$ cat src/common/buzzer_pkg.sv
`default_nettype none

package buzzer_pkg;

  // Width of a half-period count in clocks
  localparam int HP_W = 5;

  // Register addresses on the CPU write port
  localparam logic ADDR_FREQ = 1'b0;
  localparam logic ADDR_CTRL = 1'b1;

  // Frequency select register
  typedef struct packed {
    logic       enable;  // Tone generator on
    logic [2:0] sel;     // Index into the half-period table
  } freq_reg_t;

  // Output control register
  typedef struct packed {
    logic pin_en;      // Drive the buzzer pin
    logic comp_en;     // Drive buzzer_n as the complement
    logic continuous;  // 1 plays until stopped, 0 plays one burst
    logic reserved;
  } ctrl_reg_t;

  // Full configuration seen by the FSM and the pin drivers
  typedef struct packed {
    freq_reg_t freq;
    ctrl_reg_t ctrl;
  } buzz_cfg_t;

  typedef enum logic [1:0] {
    IDLE  = 2'd0,
    CONT  = 2'd1,
    BURST = 2'd2,
    DONE  = 2'd3
  } buzz_state_t;

  // Half period in clocks for each frequency select
  // clk/16 at sel 0 down to clk/56 at sel 7
  function automatic logic [HP_W-1:0] half_period(input logic [2:0] sel);
    logic [HP_W-1:0] hp;
    case (sel)
      3'd0:    hp = 5'd8;
      3'd1:    hp = 5'd10;
      3'd2:    hp = 5'd12;
      3'd3:    hp = 5'd14;
      3'd4:    hp = 5'd16;
      3'd5:    hp = 5'd20;
      3'd6:    hp = 5'd24;
      default: hp = 5'd28;
    endcase
    return hp;
  endfunction

endpackage

`default_nettype wire
$ cat src/hw/buzzer_top.sv
`default_nettype none

module buzzer_top
  import buzzer_pkg::*;
#(
  parameter int BURST_LEN = 8
) (
  input  logic       clk,      // 32.768 kHz system clock
  input  logic       rst_n,
  input  logic       wr,
  input  logic       addr,
  input  logic [3:0] wdata,
  output logic       buzzer,
  output logic       buzzer_n,
  output logic       busy
);

  buzz_cfg_t cfg;
  logic      restart;
  logic      run;
  logic      tick;

  // CPU-facing registers
  buzzer_regs u_regs (
    .clk     (clk),
    .rst_n   (rst_n),
    .wr      (wr),
    .addr    (addr),
    .wdata   (wdata),
    .cfg     (cfg),
    .restart (restart)
  );

  // Half-period timing from the frequency select
  buzzer_timer u_timer (
    .clk     (clk),
    .rst_n   (rst_n),
    .run     (run),
    .restart (restart),
    .sel     (cfg.freq.sel),
    .tick    (tick)
  );

  buzzer_fsm #(
    .BURST_LEN (BURST_LEN)
  ) u_fsm (
    .clk     (clk),
    .rst_n   (rst_n),
    .cfg     (cfg),
    .restart (restart),
    .tick    (tick),
    .run     (run),
    .busy    (busy)
  );

  // Pin drivers
  buzzer_wave u_wave (
    .clk      (clk),
    .rst_n    (rst_n),
    .cfg      (cfg),
    .run      (run),
    .restart  (restart),
    .tick     (tick),
    .buzzer   (buzzer),
    .buzzer_n (buzzer_n)
  );

endmodule

`default_nettype wire

$ cat src/hw/buzzer_wave.sv
`default_nettype none

module buzzer_wave
  import buzzer_pkg::*;
(
  input  logic      clk,
  input  logic      rst_n,
  input  buzz_cfg_t cfg,
  input  logic      run,
  input  logic      restart,
  input  logic      tick,
  output logic      buzzer,
  output logic      buzzer_n
);

  logic phase;    // Square wave before pin gating
  logic pins_on;

  // Every tone starts on the low half
  always_ff @(posedge clk) begin
    if (!rst_n) begin
      phase <= 1'b0;
    end else if (restart || !run) begin
      phase <= 1'b0;
    end else if (tick) begin
      phase <= ~phase;
    end
  end

  // Config gating silences the pins as soon as a stop is written
  assign pins_on = run && cfg.freq.enable && cfg.ctrl.pin_en;

  assign buzzer   = pins_on && phase;
  assign buzzer_n = pins_on && cfg.ctrl.comp_en && !phase;  // Push-pull drive

endmodule

`default_nettype wire

$ cat src/hw/buzzer_fsm.sv
`default_nettype none

module buzzer_fsm
  import buzzer_pkg::*;
#(
  parameter int BURST_LEN = 8  // Half periods per burst
) (
  input  logic      clk,
  input  logic      rst_n,
  input  buzz_cfg_t cfg,
  input  logic      restart,
  input  logic      tick,
  output logic      run,
  output logic      busy
);

  localparam int CNT_W = $clog2(BURST_LEN + 1);

  buzz_state_t      state;
  buzz_state_t      state_nxt;
  logic [CNT_W-1:0] ticks;      // Half periods played in this burst
  logic [CNT_W-1:0] ticks_nxt;
  logic             tone_on;    // Written config asks for a tone
  logic             last_tick;

  assign tone_on   = cfg.freq.enable && cfg.ctrl.pin_en;
  assign last_tick = (ticks == CNT_W'(BURST_LEN - 1));

  always_comb begin
    state_nxt = state;
    ticks_nxt = ticks;

    if (restart) begin
      // Any write restarts from scratch, whatever the state
      ticks_nxt = '0;
      if (!tone_on) begin
        state_nxt = IDLE;
      end else if (cfg.ctrl.continuous) begin
        state_nxt = CONT;
      end else begin
        state_nxt = BURST;
      end
    end else begin
      case (state)
        BURST: begin
          if (tick) begin
            if (last_tick) begin
              state_nxt = DONE;  // Final toggle lands with busy falling
            end else begin
              ticks_nxt = ticks + CNT_W'(1);
            end
          end
        end
        CONT:    state_nxt = CONT;  // Only a write leaves continuous play
        DONE:    state_nxt = DONE;
        default: state_nxt = IDLE;
      endcase
    end
  end

  always_ff @(posedge clk) begin
    if (!rst_n) begin
      state <= IDLE;
      ticks <= '0;
    end else begin
      state <= state_nxt;
      ticks <= ticks_nxt;
    end
  end

  assign run  = (state == CONT) || (state == BURST);
  assign busy = (state == CONT) || (state == BURST);

endmodule

`default_nettype wire

$ cat src/hw/buzzer_timer.sv
`default_nettype none

module buzzer_timer
  import buzzer_pkg::*;
(
  input  logic       clk,
  input  logic       rst_n,
  input  logic       run,      // Tone active, from the FSM
  input  logic       restart,  // Realign the count to a new tone
  input  logic [2:0] sel,
  output logic       tick      // One cycle per elapsed half period
);

  logic [HP_W-1:0] cnt;
  logic [HP_W-1:0] reload;

  // Count runs from reload down to zero, H clocks per half period
  assign reload = half_period(sel) - HP_W'(1);

  always_ff @(posedge clk) begin
    if (!rst_n) begin
      cnt <= '0;
    end else if (restart) begin
      // The restart edge already counts as the first clock
      cnt <= reload - HP_W'(1);
    end else if (!run) begin
      cnt <= reload;  // Park at the top while silent
    end else if (cnt == '0) begin
      cnt <= reload;
    end else begin
      cnt <= cnt - HP_W'(1);
    end
  end

  // A stale zero from the previous tone must not leak out
  // during the restart cycle
  assign tick = run && !restart && (cnt == '0);

endmodule

`default_nettype wire

$ cat src/hw/buzzer_regs.sv
`default_nettype none

module buzzer_regs
  import buzzer_pkg::*;
(
  input  logic       clk,
  input  logic       rst_n,
  input  logic       wr,       // Single-cycle write strobe
  input  logic       addr,
  input  logic [3:0] wdata,
  output buzz_cfg_t  cfg,
  output logic       restart   // One cycle after every write
);

  freq_reg_t freq_q;
  ctrl_reg_t ctrl_q;

  // Register load happens at the edge that samples wr
  always_ff @(posedge clk) begin
    if (!rst_n) begin
      freq_q <= '0;
      ctrl_q <= '0;
    end else if (wr) begin
      if (addr == ADDR_FREQ) begin
        freq_q <= freq_reg_t'(wdata);
      end else if (addr == ADDR_CTRL) begin
        ctrl_q <= ctrl_reg_t'(wdata);
      end
    end
  end

  // Restart follows the write by one cycle so that the
  // new register contents are already visible downstream
  always_ff @(posedge clk) begin
    if (!rst_n) begin
      restart <= 1'b0;
    end else begin
      restart <= wr;
    end
  end

  assign cfg = '{freq: freq_q, ctrl: ctrl_q};

endmodule

`default_nettype wire

$ cat config.mk
export PLATFORM = sky130hd
export DESIGN_NAME = buzzer_top
export DESIGN_NICKNAME = d
export VERILOG_FILES = /design/src/common/buzzer_pkg.sv /design/src/hw/buzzer_top.sv /design/src/hw/buzzer_wave.sv /design/src/hw/buzzer_fsm.sv /design/src/hw/buzzer_timer.sv /design/src/hw/buzzer_regs.sv
export SDC_FILE = /design/constraint.sdc
export NUM_CORES = 1
export LEC_CHECK = 0
export BUFFER_PORTS_ARGS = -buffer_cell sky130_fd_sc_hd__buf_2
export CORE_UTILIZATION = 59
export DETAILED_ROUTE_END_ITERATION = 16
export GPL_TIMING_DRIVEN = 0
export PLACE_DENSITY_LB_ADDON = 0.2
export SYNTH_ARGS = -nofsm -noshare
export SYNTH_HDL_FRONTEND = slang
export SYNTH_SLANG_ARGS = --single-unit
export TNS_END_PERCENT = 5
$ cat constraint.sdc
create_clock -name clk -period 4.6 [get_ports clk]
set_clock_uncertainty 0.05 [all_clocks]
set_input_delay 0 -clock clk [delete_from_list [all_inputs] [get_ports clk]]
set_output_delay 0 -clock clk [all_outputs]
set_load 0.02 [all_outputs]
## After elaboration in Yosys (flattened, before gate mapping)

Cells that the tools add are included.

| word-level totals | value |
|---|---|
| word-level logic and storage cells | 61 |
| input port bits | 8 |
| output and inout port bits | 3 |
| register bits after elaboration | 20 |

| cells by class | value |
|---|---|
| mux-type cells | 10 |
| bitwise gates (word level) | 4 |
| add/sub/neg operators | 4 |
| eq/ne operators | 12 |
| reductions and logical operators | 21 |

Operators with widths:

| cell | count |
|---|---|
| 5-bit one-hot mux with 7 select lines | 1 |
| 5-bit two-way mux | 3 |
| 5-bit by 1-bit subtractor with 5-bit output (second input constant) | 3 |
| 2-bit two-way mux | 5 |
| 3-bit equality test (second input constant) | 3 |
| 1-bit logical AND | 8 |
| 3-bit by 2-bit equality test with 1-bit output (second input constant) | 2 |
| 2-bit one-hot mux with 3 select lines | 1 |
| 2-bit AND reduction | 3 |
| 5-bit logical NOT | 1 |
| 4-bit by 1-bit adder with 4-bit output (second input constant) | 1 |
| 2-bit equality test (second input constant) | 2 |
| 4-bit by 3-bit equality test with 1-bit output (second input constant) | 1 |
| 1-bit NOT | 4 |
| 2-bit OR reduction | 2 |
| 3-bit by 1-bit equality test with 1-bit output (second input constant) | 1 |
| 1-bit logical NOT | 3 |
| 3-bit logical NOT | 1 |
| 3-bit by 2-bit inequality test with 1-bit output (second input constant) | 1 |
| 3-bit inequality test (second input constant) | 1 |
| 3-bit AND reduction | 1 |
| 2-bit by 1-bit equality test with 1-bit output (second input constant) | 1 |
| 1-bit logical OR | 2 |

## Logic depth before layout (Yosys ltp)

Gate-level depths: netlist of the first run.

| depth | value |
|---|---|
| depth in word-level cells | 7 |
| mapped depth | 7 |

## Cells and area by module

From an unflattened synthesis of the first run, not the netlist that was laid out.

| second synthesis, totals | value |
|---|---|
| cell total of the unflattened synthesis | 118 |
| area total of the unflattened synthesis | 1,109.8 µm² |

By module, submodules not included:

| module | times used | seq. area each (µm²) | cells each | area each (µm²) |
|---|---|---|---|---|
| buzzer_fsm | 1 | 120.1 | 41 | 359.1 |
| buzzer_regs | 1 | 180.2 | 35 | 356.6 |
| buzzer_timer | 1 | 100.1 | 34 | 331.6 |
| buzzer_wave | 1 | 20.0 | 8 | 62.6 |

## Worst setup path after synthesis of the first run

OpenSTA, ideal clock, no wires.

| timing | value |
|---|---|
| path type | flip-flop to flip-flop |
| start point | reg u_fsm.state[1] |
| end point | reg u_fsm.ticks[3] |
| buffers on the path | 0 |
| arrival time | 1.758 ns |
| slack | 2.722 ns |
| stages on the path, launching flop included | 7 |
| library setup time | 0.070 ns |
| period minus slack after synthesis | 1.878 ns |
| cell sequence | dfxtp_1 inv_1 ha_1 nor2b_1 nand4b_4 or3_1 a21oi_1 |

| on the way | value |
|---|---|
| cells in the longest elaborated chain, start to end | 5 |

RTL lines:

| element | line | RTL |
|---|---|---|
| start: declaration | buzzer_fsm.sv:19 | `buzz_state_t state;` |
| start signal: assignment | buzzer_fsm.sv:66 | `state <= state_nxt;` |
| 2-bit by 1-bit equality test with 1-bit output or 2-bit equality test (tied branches) | - |  |
| 1-bit logical OR (*) | - |  |
| named net busy | buzzer_top.sv:15 | `output logic busy` |
| 1-bit logical AND (*) (2 in a row) | buzzer_timer.sv:37 | `assign tick = run && !restart && (cnt == '0);` |
| 3-bit AND reduction (no source line) (*) | - |  |
| end signal: assignment | buzzer_fsm.sv:67 | `ticks <= ticks_nxt;` |
| end: declaration | buzzer_fsm.sv:21 | `logic [CNT_W-1:0] ticks;` |

The timed path passes the listed nets; every way through them passes the cells marked *.
A chain may end at the register's enable or synchronous reset.

## Worst setup path in the final report of the first run

| timing | value |
|---|---|
| start point | reg u_fsm.state[0] |
| end point | reg u_timer.cnt[1] |

| on the way | value |
|---|---|
| cells in the longest elaborated chain, start to end | 4 |

RTL lines:

| element | line | RTL |
|---|---|---|
| 2-bit by 1-bit equality test with 1-bit output or 2-bit equality test (tied branches) | buzzer_fsm.sv:71 | `assign run = (state == CONT) \|\| (state == BURST);` |
| 1-bit logical OR (*) | buzzer_fsm.sv:71 |  |
| 5-bit two-way mux (*) | buzzer_timer.sv:26 | `end else if (!run) begin` |
| 5-bit two-way mux (*) | buzzer_timer.sv:23 | `end else if (restart) begin` |
| end signal: assignment | buzzer_timer.sv:25 | `cnt <= reload - HP_W'(1);` |
| end signal: assignment | buzzer_timer.sv:27 | `cnt <= reload;` |
| end signal: assignment | buzzer_timer.sv:29 | `cnt <= reload;` |
| end: declaration | buzzer_timer.sv:14 | `logic [HP_W-1:0] cnt;` |

Every way passes the cells marked *; elsewhere a longest branch is shown, timed or not.

==> results of run 1 <==
[power by group through the flow]
stage | logic, mW | clock network, mW | registers, mW
floorplan | 0.0421 | 0 | 0.192
global placement | 0.0534 | 0 | 0.194
detailed placement | 0.0547 | 0 | 0.194
CTS | 0.0614 | 0.0871 | 0.190
global route | 0.0690 | 0.0892 | 0.192
finish | 0.0619 | 0.0825 | 0.190
[worst max-delay path, cell delays in order (launching register included)]
cell and delay (ns):
dfxtp_1 0.38, inv_1 0.08, ha_1 0.35, nor2b_1 0.36, and2_1 0.18, clkbuf_1 0.23
nor2_1 0.07, a211oi_1 0.22
[layout make-up]
cell class	count	share of cell area
Tap cell	16	0.0172
Buffer	3	0.00970
Inverter	9	0.0291
Clock buffer	3	0.0194
Timing Repair Buffer	20	0.129
Multi-Input combinational cell	77	0.450
Sequential cell	20	0.345
[synthesized netlist by cell type, drive strengths merged]
library cell  instances  area [µm²]
a211oi                3        22.5
a21oi                 7        35.0
a31oi                 1        6.26
and2                  2        12.5
and3                  1        6.26
clkbuf                3        11.3
dfxtp                20         400
ha                    6        75.1
inv                   9        33.8
mux2i                 6        60.1
nand2                 8        30.0
nand2b                1        6.26
nand3                 5        25.0
nand3b                1        7.51
nand4b                1        23.8
nor2                 11        41.3
nor2b                 4        25.0
nor3                  2        10.0
nor4b                 1        8.76
o21ai                 5        25.0
o22a                  1        8.76
o311ai                2        17.5
or2                   1        6.26
or3                   2        12.5
or4b                  1        13.8
xnor2                 4        35.0
xor2                  1        8.76
[routing by layer]
metal,vias up,GRT usage,share of wire
met5,-,0,0
met4,0,0.131,0.026
met3,5,0.0517,0.017
met2,8,0.434,0.52
met1,367,0.261,0.44
li1,420,-,-
[registers in the layout (all words and copies together), names as in the netlist]
| register | cells |
|---|---|
| u_fsm.ticks | 4 |
| u_timer.cnt | 5 |
| u_regs.restart | 1 |
| u_wave.phase | 1 |
| u_fsm.state | 2 |
| u_regs.cfg | 7 |
[cell families (layout without fill, tap and decap cells)]
| group | count (synthesis) | in the layout |
|---|---|---|
| XOR/XNOR | 5 | 5 |
| AND/OR/NAND/NOR | 41 | 41 |
| buffers and inverters | 12 | 35 |
| AO/OA/AOI/OAI | 19 | 19 |
| flip-flops | 20 | 20 |
| adder cells (fa/ha/maj) | 6 | 6 |
| multiplexers | 6 | 6 |
[worst max-delay path by stage]
stage	start	slack, ns	to
3_5_place_dp	u_timer.cnt[0]$_SDFF_PP0_	2.63	u_fsm.ticks[3]$_SDFFE_PP0P_
2_1_floorplan	u_fsm.state[1]$_SDFFE_PN0P_	2.72	u_fsm.ticks[3]$_SDFFE_PP0P_
5_1_grt	u_fsm.state[1]$_SDFFE_PN0P_	2.44	u_timer.cnt[1]$_SDFF_PN0_
6_report	u_fsm.state[0]$_SDFFE_PN0P_	2.60	u_timer.cnt[1]$_SDFF_PN0_
4_1_cts	u_timer.cnt[0]$_SDFF_PP0_	2.60	u_fsm.ticks[3]$_SDFFE_PP0P_
3_3_place_gp	u_timer.cnt[0]$_SDFF_PP0_	2.70	u_fsm.ticks[3]$_SDFFE_PP0P_
[timing repair]
| action | CTS | global route |
|---|---|---|
| hold buffers | 10 | 0 |
| hold endpoints to repair | 12 | 0 |
| setup buffers | 0 | 0 |
| resized for setup | 0 | 0 |
[metrics by stage]
stage / worst slack, ns / instance area (µm²) / utilization / instances
final: 2.60 / 1160 / 0.762 / 148
after global routing: 2.44 / 1160 / 0.762 / 148
after CTS: 2.60 / 1160 / 0.762 / 148
after detailed placement: 2.63 / 1040 / 0.681 / 135
after global placement: 2.70 / 1040 / 0.681 / 135
after floorplan: 2.72 / 968 / - / 109
==> qor.csv, run 1 <==
stage,metric,value,unit
run_status,status,finished clean,
timing,finalSetupTns,0,ns
yosys,synth_top_family_by_area,simple AND/OR/NAND/NOR gates,
clock_network,cts_max_level,1,
power_and_ir_drop,ir_worst_vdd,208,µV
timing,hold_violations,0,
die,fp.dieH,42.5,µm
drt,vias_per_cell,5.41,
yosys,syn_nets,123,
power_and_ir_drop,switchingPower,90.9,µW
drt,drtPass1Iterations,5,
layout,antenna_cells,0,
drt,totalWireLength,1.85,mm
die,die-area,0.00181,mm²
yosys,synth.distinct_cells,29,
power_and_ir_drop,power_frac_seq,0.568,
power_and_ir_drop,clock_power_share,0.247,
die,coreArea,0.00152,mm²
die,row_count,14,
setup_path,crit_arrival,2.16,ns
yosys,yosysWarnings,0,
setup_path,end_kind,flop,
place,gp_congestion,0.806,
drt,drc,0,
drt,ant_nets,0,
die,die_width,42.5,µm
yosys,yosys_register_bits,20,
timing,report.final.slew_viol_count,0,
power_and_ir_drop,p_comb_frac,0.185,
grt,gr-total-overflow,0,
timing,rsz0062_at_grt,no,
clock_network,cts_tree,done,
grt,grt_max_degree,11,
grt,grt_pass1_wl,3.18,mm
layout,drive_gt1_frac,0.114,
setup_path,crit_type,reg2reg,
place,numPortBuffers,10,
yosys,synth_fa_ha_area_frac,0.0775,
drt,drt_iter0_markers,12,
setup_path,r2r_end,u_timer.cnt[1]$_SDFF_PN0_,
setup_path,ff2ff_path_depth,7,
power_and_ir_drop,switching_share,0.272,
clock_network,cts.sinks,20,
grt,groute.usage.overall,0.242,
layout,final_nets,148,
clock_network,clock-root-buffer,clkbuf_4,
setup_path,cp.required,4.77,ns
timing,fin_crit,2.00,ns
clock_network,clk_pin_slew,0.11,ns
die,ioPinCount,11,
yosys,synthSimpleGateAreaFrac,0.236,
setup_path,cp-start-kind,flop,
setup_path,worstReg2RegStart,u_fsm.state[0]$_SDFFE_PN0P_,
min_path,min_path_cells,2,
layout,multi_input_area,523,µm²
layout,nFillCells,112,
min_path,min_to,u_regs.cfg[2]$_SDFFE_PN0P_,
drt,vias,800,
layout,regArea,400,µm²
timing,fin_hold_ws,0.419,ns
min_path,hold_start,u_regs.cfg[2]$_SDFFE_PN0P_,
timing,fmax,501,MHz
place,dp.final_hpwl,1.29,mm
power_and_ir_drop,p_leak,0.490,nW
clock_network,clockBufferDepth,2,
layout,layout_common_cells,"20 x dfxtp_1, 11 x nor2_1, 10 x dlygate4sd3_1, 10 x buf_2, 9 x inv_1",
yosys,syn_inst,109,
layout,final_common_cell,dfxtp_1,
timing,relSlewSlack,0.705,
timing,fin_crit_sh,0.434,
yosys,synth_xor_area_frac,0.0452,
clock_network,clk_latency,0.30,ns
yosys,avgSynthCellArea,8.88,µm²
drt,wl_per_cell,12.5,µm
min_path,holdCritPathClass,reg2reg,
setup_path,worstPathMaxFanout,7,
layout,area_growth,19.9,%
yosys,yosysSeqAreaShare,0.413,
yosys,synth_compound_gate_area_share,0.119,
grt,grt_pass1_vias,759,
power_and_ir_drop,power.density,288,mW/mm²
power_and_ir_drop,internal-power,244,µW
yosys,synthesis.area,968,µm²
die,start_util,0.635,
power_and_ir_drop,finalPower,335,µW
timing,tightest_slew,0.442,ns
yosys,synth_mux_area_frac,0.0620,
setup_path,r2r_slack,2.60,ns
flow_run,drv_cap,0,
timing,setup_viol,0,
grt,antenna_found_initial,0,
clock_network,cts_made_buffers,3,
Power figures use the tool's default switching activity.
==> run 2: changes to the inputs <==
--- a/config.mk
+++ b/config.mk
@@ -6,7 +6,7 @@
 export NUM_CORES = 1
 export LEC_CHECK = 0
 export BUFFER_PORTS_ARGS = -buffer_cell sky130_fd_sc_hd__buf_2
-export CORE_UTILIZATION = 59
+export CORE_UTILIZATION = 55
 export DETAILED_ROUTE_END_ITERATION = 16
 export GPL_TIMING_DRIVEN = 0
 export PLACE_DENSITY_LB_ADDON = 0.2
==> constraint.sdc (replaced) <==
create_clock -name clk -period 2.1 [get_ports clk]
set_clock_uncertainty 0.05 [all_clocks]
set_input_delay 0 -clock clk [delete_from_list [all_inputs] [get_ports clk]]
set_output_delay 0 -clock clk [all_outputs]
set_load 0.02 [all_outputs]
==> run 2 against run 1 <==
Net effect:
- the flow now finishes with violations (DRC)
- worst hold slack worse by 0.0066 ns
- clock power rose to 2.6 times the previous value
- non-clock buffer count stayed put
- critical path depth down 1
- sequential share of layout area fell by 0.48 points
- fmax is 0.25% higher
- critical path type unchanged
- largest power group unchanged
==> qor.csv, run 2 (synthesis results as in run 1) <==
stage,metric,value,unit,change
run_status,status,"complete, but fails checks",,
run_status,violations,DRC,,
timing,fin_crit_sh,0.948,,+0.514
drt,vias_per_cell,5.66,,+4.7%
power_and_ir_drop,p_leak,0.494,nW,+0.83%
layout,stdcell_count,149,,+0.68%
clock_network,cts_tree,done,,
setup_path,cp_cell_sequence,inv_1 -> ha_1 -> or4b_4 -> nand4b_4 -> or3_1 -> a21oi_1,,
setup_path,cp-start-kind,flop,,
grt,antenna_found_initial,0,,unchanged
die,die_width,44.0,µm,+3.4%
timing,finalSetupTns,0,ns,unchanged
die,ioPinCount,11,,unchanged
clock_network,clk_pin_slew,0.11,ns,about the same
setup_path,worstSetupPathDepth,6,,-1
grt,groute.usage.overall,0.234,,-0.00767
drt,wl_met3,54,µm,+69%
place,place_inst,135,,unchanged
grt,grt_pass1_vias,771,,+1.6%
die,fp.dieH,44.0,µm,+3.4%
drt,drtPass1Iterations,10,,+5
setup_path,worstPathMaxFanout,6,,-1
timing,setup_viol,0,,unchanged
die,start_util,0.614,,-0.0212
grt,grt_pass1_wl,3.34,mm,+5.0%
clock_network,clk_latency,0.29,ns,about the same
die,coreArea,0.00158,mm²,+3.4%
clock_network,cts_made_buffers,3,,unchanged
place,gp_congestion,0.764,,-5.2%
layout,final_nets,148,,unchanged
drt,totalWireLength,2.01,mm,+8.4%
grt,grt_max_degree,12,,+1
clock_network,clockBufferDepth,2,,unchanged
drt,ant_nets,0,,unchanged
setup_path,crit_type,reg2reg,,
timing,report.final.slew_viol_count,0,,unchanged
place,dp.final_hpwl,1.26,mm,-2.7%
timing,relSlewSlack,0.705,,about the same
drt,routed.top_layer,met4,,
layout,drive_gt1_frac,0.128,,+0.0142
drt,drt_iter0_markers,23,,+11
setup_path,crit_arrival,2.17,ns,about the same
min_path,min_path_cells,2,,unchanged
power_and_ir_drop,finalPower,772,µW,+130%
setup_path,ff2ff_path_depth,6,,-1
layout,largest_reg_flops,7,,unchanged
die,die-area,0.00193,mm²,+6.9%
flow_run,drv_cap,0,,unchanged
power_and_ir_drop,switching_share,0.258,,-0.0138
power_and_ir_drop,p_comb_frac,0.178,,-0.007
drt,wl_met1,853,µm,+5.6%
place,numPortBuffers,10,,unchanged
drt,route.met2.wl,1.08,mm,+13%
clock_network,clock-root-buffer,clkbuf_4,,
drt,wl_per_cell,13.5,µm,+7.7%
layout,final_util,0.747,,-0.0151
timing,fin_crit,1.99,ns,-0.00494 ns
power_and_ir_drop,switchingPower,199,µW,+120%
min_path,holdCritPathClass,reg2reg,,
setup_path,cp.required,2.28,ns,-2.49 ns
grt,gr-total-overflow,0,,unchanged
power_and_ir_drop,ir_worst_vdd,454,µV,+120%
setup_path,max_stage_delay,0.52,ns,+0.14 ns
timing,tightest_slew,0.443,ns,+0.000583 ns
power_and_ir_drop,power.density,656,mW/mm²,+130%
layout,area_growth,21.6,%,
power_and_ir_drop,internal-power,573,µW,+140%
layout,layout_common_cells,"20 x dfxtp_1, 11 x nor2_1, 10 x dlygate4sd3_1, 10 x buf_2, 9 x inv_1",,
setup_path,r2r_slack,0.11,ns,-2.50 ns
die,row_count,14,,unchanged
layout,antenna_cells,0,,unchanged
setup_path,slowest_stage,or4b_4,,
setup_path,cp_num_buf_inv,1,,-1
timing,fmax,502,MHz,+0.25%
setup_path,critPathTopFamily,simple AND/OR/NAND/NOR gates,,
timing,rsz0062_at_grt,no,,
clock_network,cts.sinks,20,,unchanged
clock_network,cts_max_level,1,,unchanged
layout,final_common_cell,dfxtp_1,,
setup_path,end_kind,flop,,
drt,drc,1,,+1
power_and_ir_drop,clock_power_share,0.280,,+0.033
power_and_ir_drop,power_frac_seq,0.542,,-0.026
drt,vias,843,,+5.4%
timing,hold_violations,0,,unchanged
-- run 2: final timing paths --
kind | end | from
setup / recovery | u_fsm.ticks[3]$_SDFFE_PP0P_ | u_timer.cnt[0]$_SDFF_PP0_
hold / removal | u_regs.cfg[2]$_SDFFE_PN0P_ | u_regs.cfg[2]$_SDFFE_PN0P_
setup reg to reg | u_fsm.ticks[3]$_SDFFE_PP0P_ | u_timer.cnt[0]$_SDFF_PP0_
hold reg to reg | u_regs.cfg[2]$_SDFFE_PN0P_ | u_regs.cfg[2]$_SDFFE_PN0P_
-- run 2: what timing repair did --
action / 4_1_cts / 5_1_grt
hold buffers: 10 / 0
endpoints found under the hold margin: 12 / 0
gates resized for setup: 0 / 1
endpoints found under the setup margin: 0 / 3
setup buffers: 0 / 0
-- run 2: cell type report --
type                       count  area, µm²
clock buffer                   4       36.3
buffer                         3       11.3
timing repair buffer          20        150
sequential                    20        400
tap                           16       20.0
fill                         121        399
multi-input combinational     77        526
inverter                       9       33.8
-- run 2: through the flow --
stage                     hold WS (ns)  area [µm²]  setup slack (ns)
final                            0.412        1180             0.109
after floorplan                 0.0717         968             0.222
after detailed placement         0.213        1040             0.113
after global routing             0.440        1180           0.00275
after global placement           0.194        1040             0.197
after CTS                        0.415        1170            0.0824
-- run 2: worst reg2reg max path, stage by stage, from the launching register on --
cell and delay, ns:
dfxtp_1 0.35, inv_1 0.06, ha_1 0.21, or4b_4 0.52, nand4b_4 0.23, or3_1 0.37, a21oi_1 0.14
-- run 2: routing by layer --
| layer | GRT usage | up-vias |
|---|---|---|
| li1 | - | 421 |
| met1 | 0.260 | 400 |
| met2 | 0.451 | 20 |
| met3 | 0.0375 | 2 |
| met4 | 0.0727 | 0 |
| met5 | 0 | - |
-- run 2: power groups by stage --
stage	Combinational, mW	Sequential (mW)	Clock (mW)
6_report	0.137	0.419	0.216
5_1_grt	0.153	0.421	0.240
4_1_cts	0.134	0.417	0.222
3_5_place_dp	0.119	0.426	0
3_3_place_gp	0.117	0.424	0
2_1_floorplan	0.0922	0.421	0
==> run 3: changes to the inputs <==
--- a/config.mk
+++ b/config.mk
@@ -5,8 +5,10 @@
 export SDC_FILE = /design/constraint.sdc
 export NUM_CORES = 1
 export LEC_CHECK = 0
+export ABC_AREA = 1
 export BUFFER_PORTS_ARGS = -buffer_cell sky130_fd_sc_hd__buf_2
-export CORE_UTILIZATION = 55
+export CORE_ASPECT_RATIO = 0.7
+export CORE_UTILIZATION = 56
 export DETAILED_ROUTE_END_ITERATION = 16
 export GPL_TIMING_DRIVEN = 0
 export PLACE_DENSITY_LB_ADDON = 0.2
==> run 3 against run 2 <==
Net effect:
- the flow now finishes without violations
- sequential power decreased by 1%
- largest power group unchanged
- fmax increased by 18%
- die area increased by 6.5%
- critical path depth increased by 3
- register-to-register slack improved by 0.31 ns
- count of clock-buffer cells in the layout unchanged
- wire length increased by 9.6%
- first-iteration DRC count increased by 78%
- synthesized area increased by 8.7%
- critical endpoint is now u_fsm.ticks[2]$_SDFFE_PP0P_
- global-route usage increased by 2.1 points
- via count increased by 16%
- critical path type unchanged
==> qor.csv, run 3 <==
stage,metric,value,unit,change
clock_network,cts_max_level,1,,unchanged
clock_network,cts-resized-gates,0,,unchanged
die,coreArea,0.00167,mm²,+5.7%
run_status,status,finished clean,,
power_and_ir_drop,p_leak,0.575,nW,+17%
yosys,syn_nets,162,,+32%
yosys,yosys.area.top_type,dfxtp_1,,
place,dp_slack,0.454,ns,+0.341 ns
place,gp_congestion,0.764,,about the same
yosys,synth_fa_ha_area_frac,0.0713,,-0.00618
layout,area_growth,18.3,%,
power_and_ir_drop,ir_worst_vdd,617,µV,+36%
grt,groute.usage.overall,0.256,,+0.0213
yosys,synth.distinct_cells,22,,-24%
layout,final_common_cell,nand2_1,,
flow_run,drv_cap,0,,unchanged
layout,multi_input_area,558,µm²,+6.2%
clock_network,clockBufferDepth,2,,unchanged
yosys,synth_compound_gate_area_share,0.143,,+0.0238
timing,hold_violations,0,,unchanged
grt,gr-total-overflow,0,,unchanged
layout,regArea,400,µm²,unchanged
clock_network,cts.sinks,20,,unchanged
die,start_util,0.631,,+0.0171
timing,rsz0062_at_grt,no,,
yosys,synth.area.top_cells,"dfxtp_1 38%, nand2_1 9.3%, inv_1 7.8%, nor2_1 7.5%, ha_1 7.1%",,
yosys,synthFlopType,dfxtp_1,,
setup_path,worstPathMaxFanout,7,,+1
drt,vias_per_cell,5.12,,-9.6%
power_and_ir_drop,finalPower,747,µW,-3.3%
yosys,avgSynthCellArea,7.11,µm²,-20%
layout,layout_common_cells,"26 x nand2_1, 22 x inv_1, 21 x nor2_1, 20 x dfxtp_1, 11 x a21oi_1",,
grt,grt_pass1_vias,849,,+10%
yosys,yosysMostFrequentCell,nand2_1,,
yosys,yosysTopAreaCellShare,0.380,,-0.0329
setup_path,end_kind,flop,,
yosys,yosysWarnings,0,,unchanged
clock_network,clk_pin_slew,0.12,ns,about the same
timing,fmax,595,MHz,+18%
clock_network,cts_made_buffers,3,,unchanged
drt,vias,977,,+16%
setup_path,cp-start-kind,flop,,
yosys,synth_mux_area_frac,0,,-0.0620
yosys,synth_xor_area_frac,0.0250,,-0.0202
clock_network,clk_latency,0.31,ns,+0.02 ns
timing,relSlewSlack,0.741,,+0.0360
die,die-area,0.00206,mm²,+6.5%
drt,ant_nets,0,,unchanged
place,dp.final_hpwl,1.52,mm,+21%
setup_path,crit_arrival,1.84,ns,-0.33 ns
yosys,synth-edff-count,0,,unchanged
timing,setup_viol,0,,unchanged
die,fp.dieH,38.3,µm,-13%
layout,nFillCells,126,,+4.1%
yosys,synthesis.area,0.00105,mm²,+8.7%
die,die_width,53.8,µm,+22%
drt,drt_iter0_markers,41,,+78%
yosys,yosys_register_bits,20,,unchanged
layout,final_nets,185,,+25%
timing,report.final.slew_viol_count,0,,unchanged
timing,fin_crit,1.68,ns,-0.310 ns
drt,drtPass1Iterations,4,,-6
layout,final_util,0.747,,about the same
setup_path,cp.required,2.25,ns,-0.03 ns
yosys,synth_top_family_by_area,simple AND/OR/NAND/NOR gates,,
timing,fin_hold_ws,0.381,ns,-0.0313 ns
power_and_ir_drop,power.density,600,mW/mm²,-8.5%
timing,fin_crit_sh,0.801,,-0.148
yosys,yosys-top-cells-count,"26 x nand2_1, 22 x inv_1, 21 x nor2_1, 20 x dfxtp_1, 11 x a21oi_1",,
drt,totalWireLength,2.20,mm,+9.6%
setup_path,crit_type,reg2reg,,
layout,drive_gt1_frac,0.135,,+0.00747
yosys,synthSimpleGateAreaFrac,0.291,,+0.0549
place,numPortBuffers,10,,unchanged
grt,grt_pass1_wl,3.62,mm,+8.3%
yosys,async_reset_ff_frac,0,,unchanged
timing,finalSetupTns,0,ns,unchanged
timing,tightest_slew,0.389,ns,-0.0540 ns
clock_network,clock-root-buffer,clkbuf_4,,
timing,setup_slack,0.419,ns,+0.310 ns
yosys,syn_inst,148,,+36%
yosys,yosysSeqAreaShare,0.380,,-0.0329
die,row_count,12,,-2
drt,wl_per_cell,11.5,µm,-14%
layout,largest_reg_flops,7,,unchanged
grt,grt_max_degree,12,,unchanged
layout,antenna_cells,0,,unchanged
clock_network,cts_tree,done,,
drt,drc,0,,-1
grt,antenna_found_initial,0,,unchanged
min_path,holdCritPathClass,in2reg,,
die,ioPinCount,11,,unchanged
run 3: cell types whose count changed after synthesis, sizes merged, moves of 3 or more:
cell / delta
a211oi: -3
a21oi: +4
inv: +15
mux2i: -6
nand2: +18
nand3: +5
nand4: +3
nor2: +15
nor2b: -4
o21ai: +7
run 3: where the power goes:
group	switching [mW]	total [mW]	internal, mW
registers	0.0154	0.413	0.398
logic	0.0580	0.105	0.0472
clock network	0.122	0.228	0.106
total	0.196	0.747	0.551
run 3: cell type report:
class / count / area share
Clock buffer: 4 / 0.0291
Multi-Input combinational cell: 103 / 0.448
Timing Repair Buffer: 18 / 0.105
Sequential cell: 20 / 0.322
Buffer: 1 / 0.00302
Tap cell: 21 / 0.0211
Inverter: 24 / 0.0724
run 3: logic make-up after synthesis:
group / Yosys count
simple gates: 66
compound gates: 28
buf+inv: 25
xor+xnor: 3
fa+ha+maj: 6
flops: 20
run 3: final timing paths:
check	start	to	slack (ns)	cells past startpoint
worst max-delay path	u_fsm.state[1]$_SDFFE_PN0P_	u_fsm.ticks[2]$_SDFFE_PP0P_	0.42	9
worst min-delay path	wr	u_regs.restart$_SDFF_PN0_	0.38	4
worst max register to register	u_fsm.state[1]$_SDFFE_PN0P_	u_fsm.ticks[2]$_SDFFE_PP0P_	0.42	9
worst min register to register	u_wave.phase$_SDFFE_PP0P_	u_wave.phase$_SDFFE_PP0P_	0.42	2
run 3: what timing repair did:
item                                   in CTS  in global routing
buffers inserted                            0                  0
hold buffers                                8                  0
endpoints found under the hold margin       9                  0
run 3: per-layer routing:
layer / track usage / wire (µm)
met5: 0 / 0
met4: 0.0789 / 29
met3: 0.0754 / 127
met2: 0.404 / 996
met1: 0.333 / 1050
run 3: per-stage QoR:
stage | instances | cell area [µm²]
5_1_grt | 191 | 1240
4_1_cts | 191 | 1240
2_1_floorplan | 148 | 1050
3_5_place_dp | 179 | 1130
3_3_place_gp | 179 | 1130
6_report | 191 | 1240
run 3: critical path: stages, from the launching register on:
cell and delay [ns]:
dfxtp_1 0.38, inv_1 0.07, ha_1 0.36, inv_1 0.09, nor2_4 0.15, inv_2 0.08
nor2_8 0.14, nand2_1 0.11, nand2_1 0.08, a21oi_1 0.06
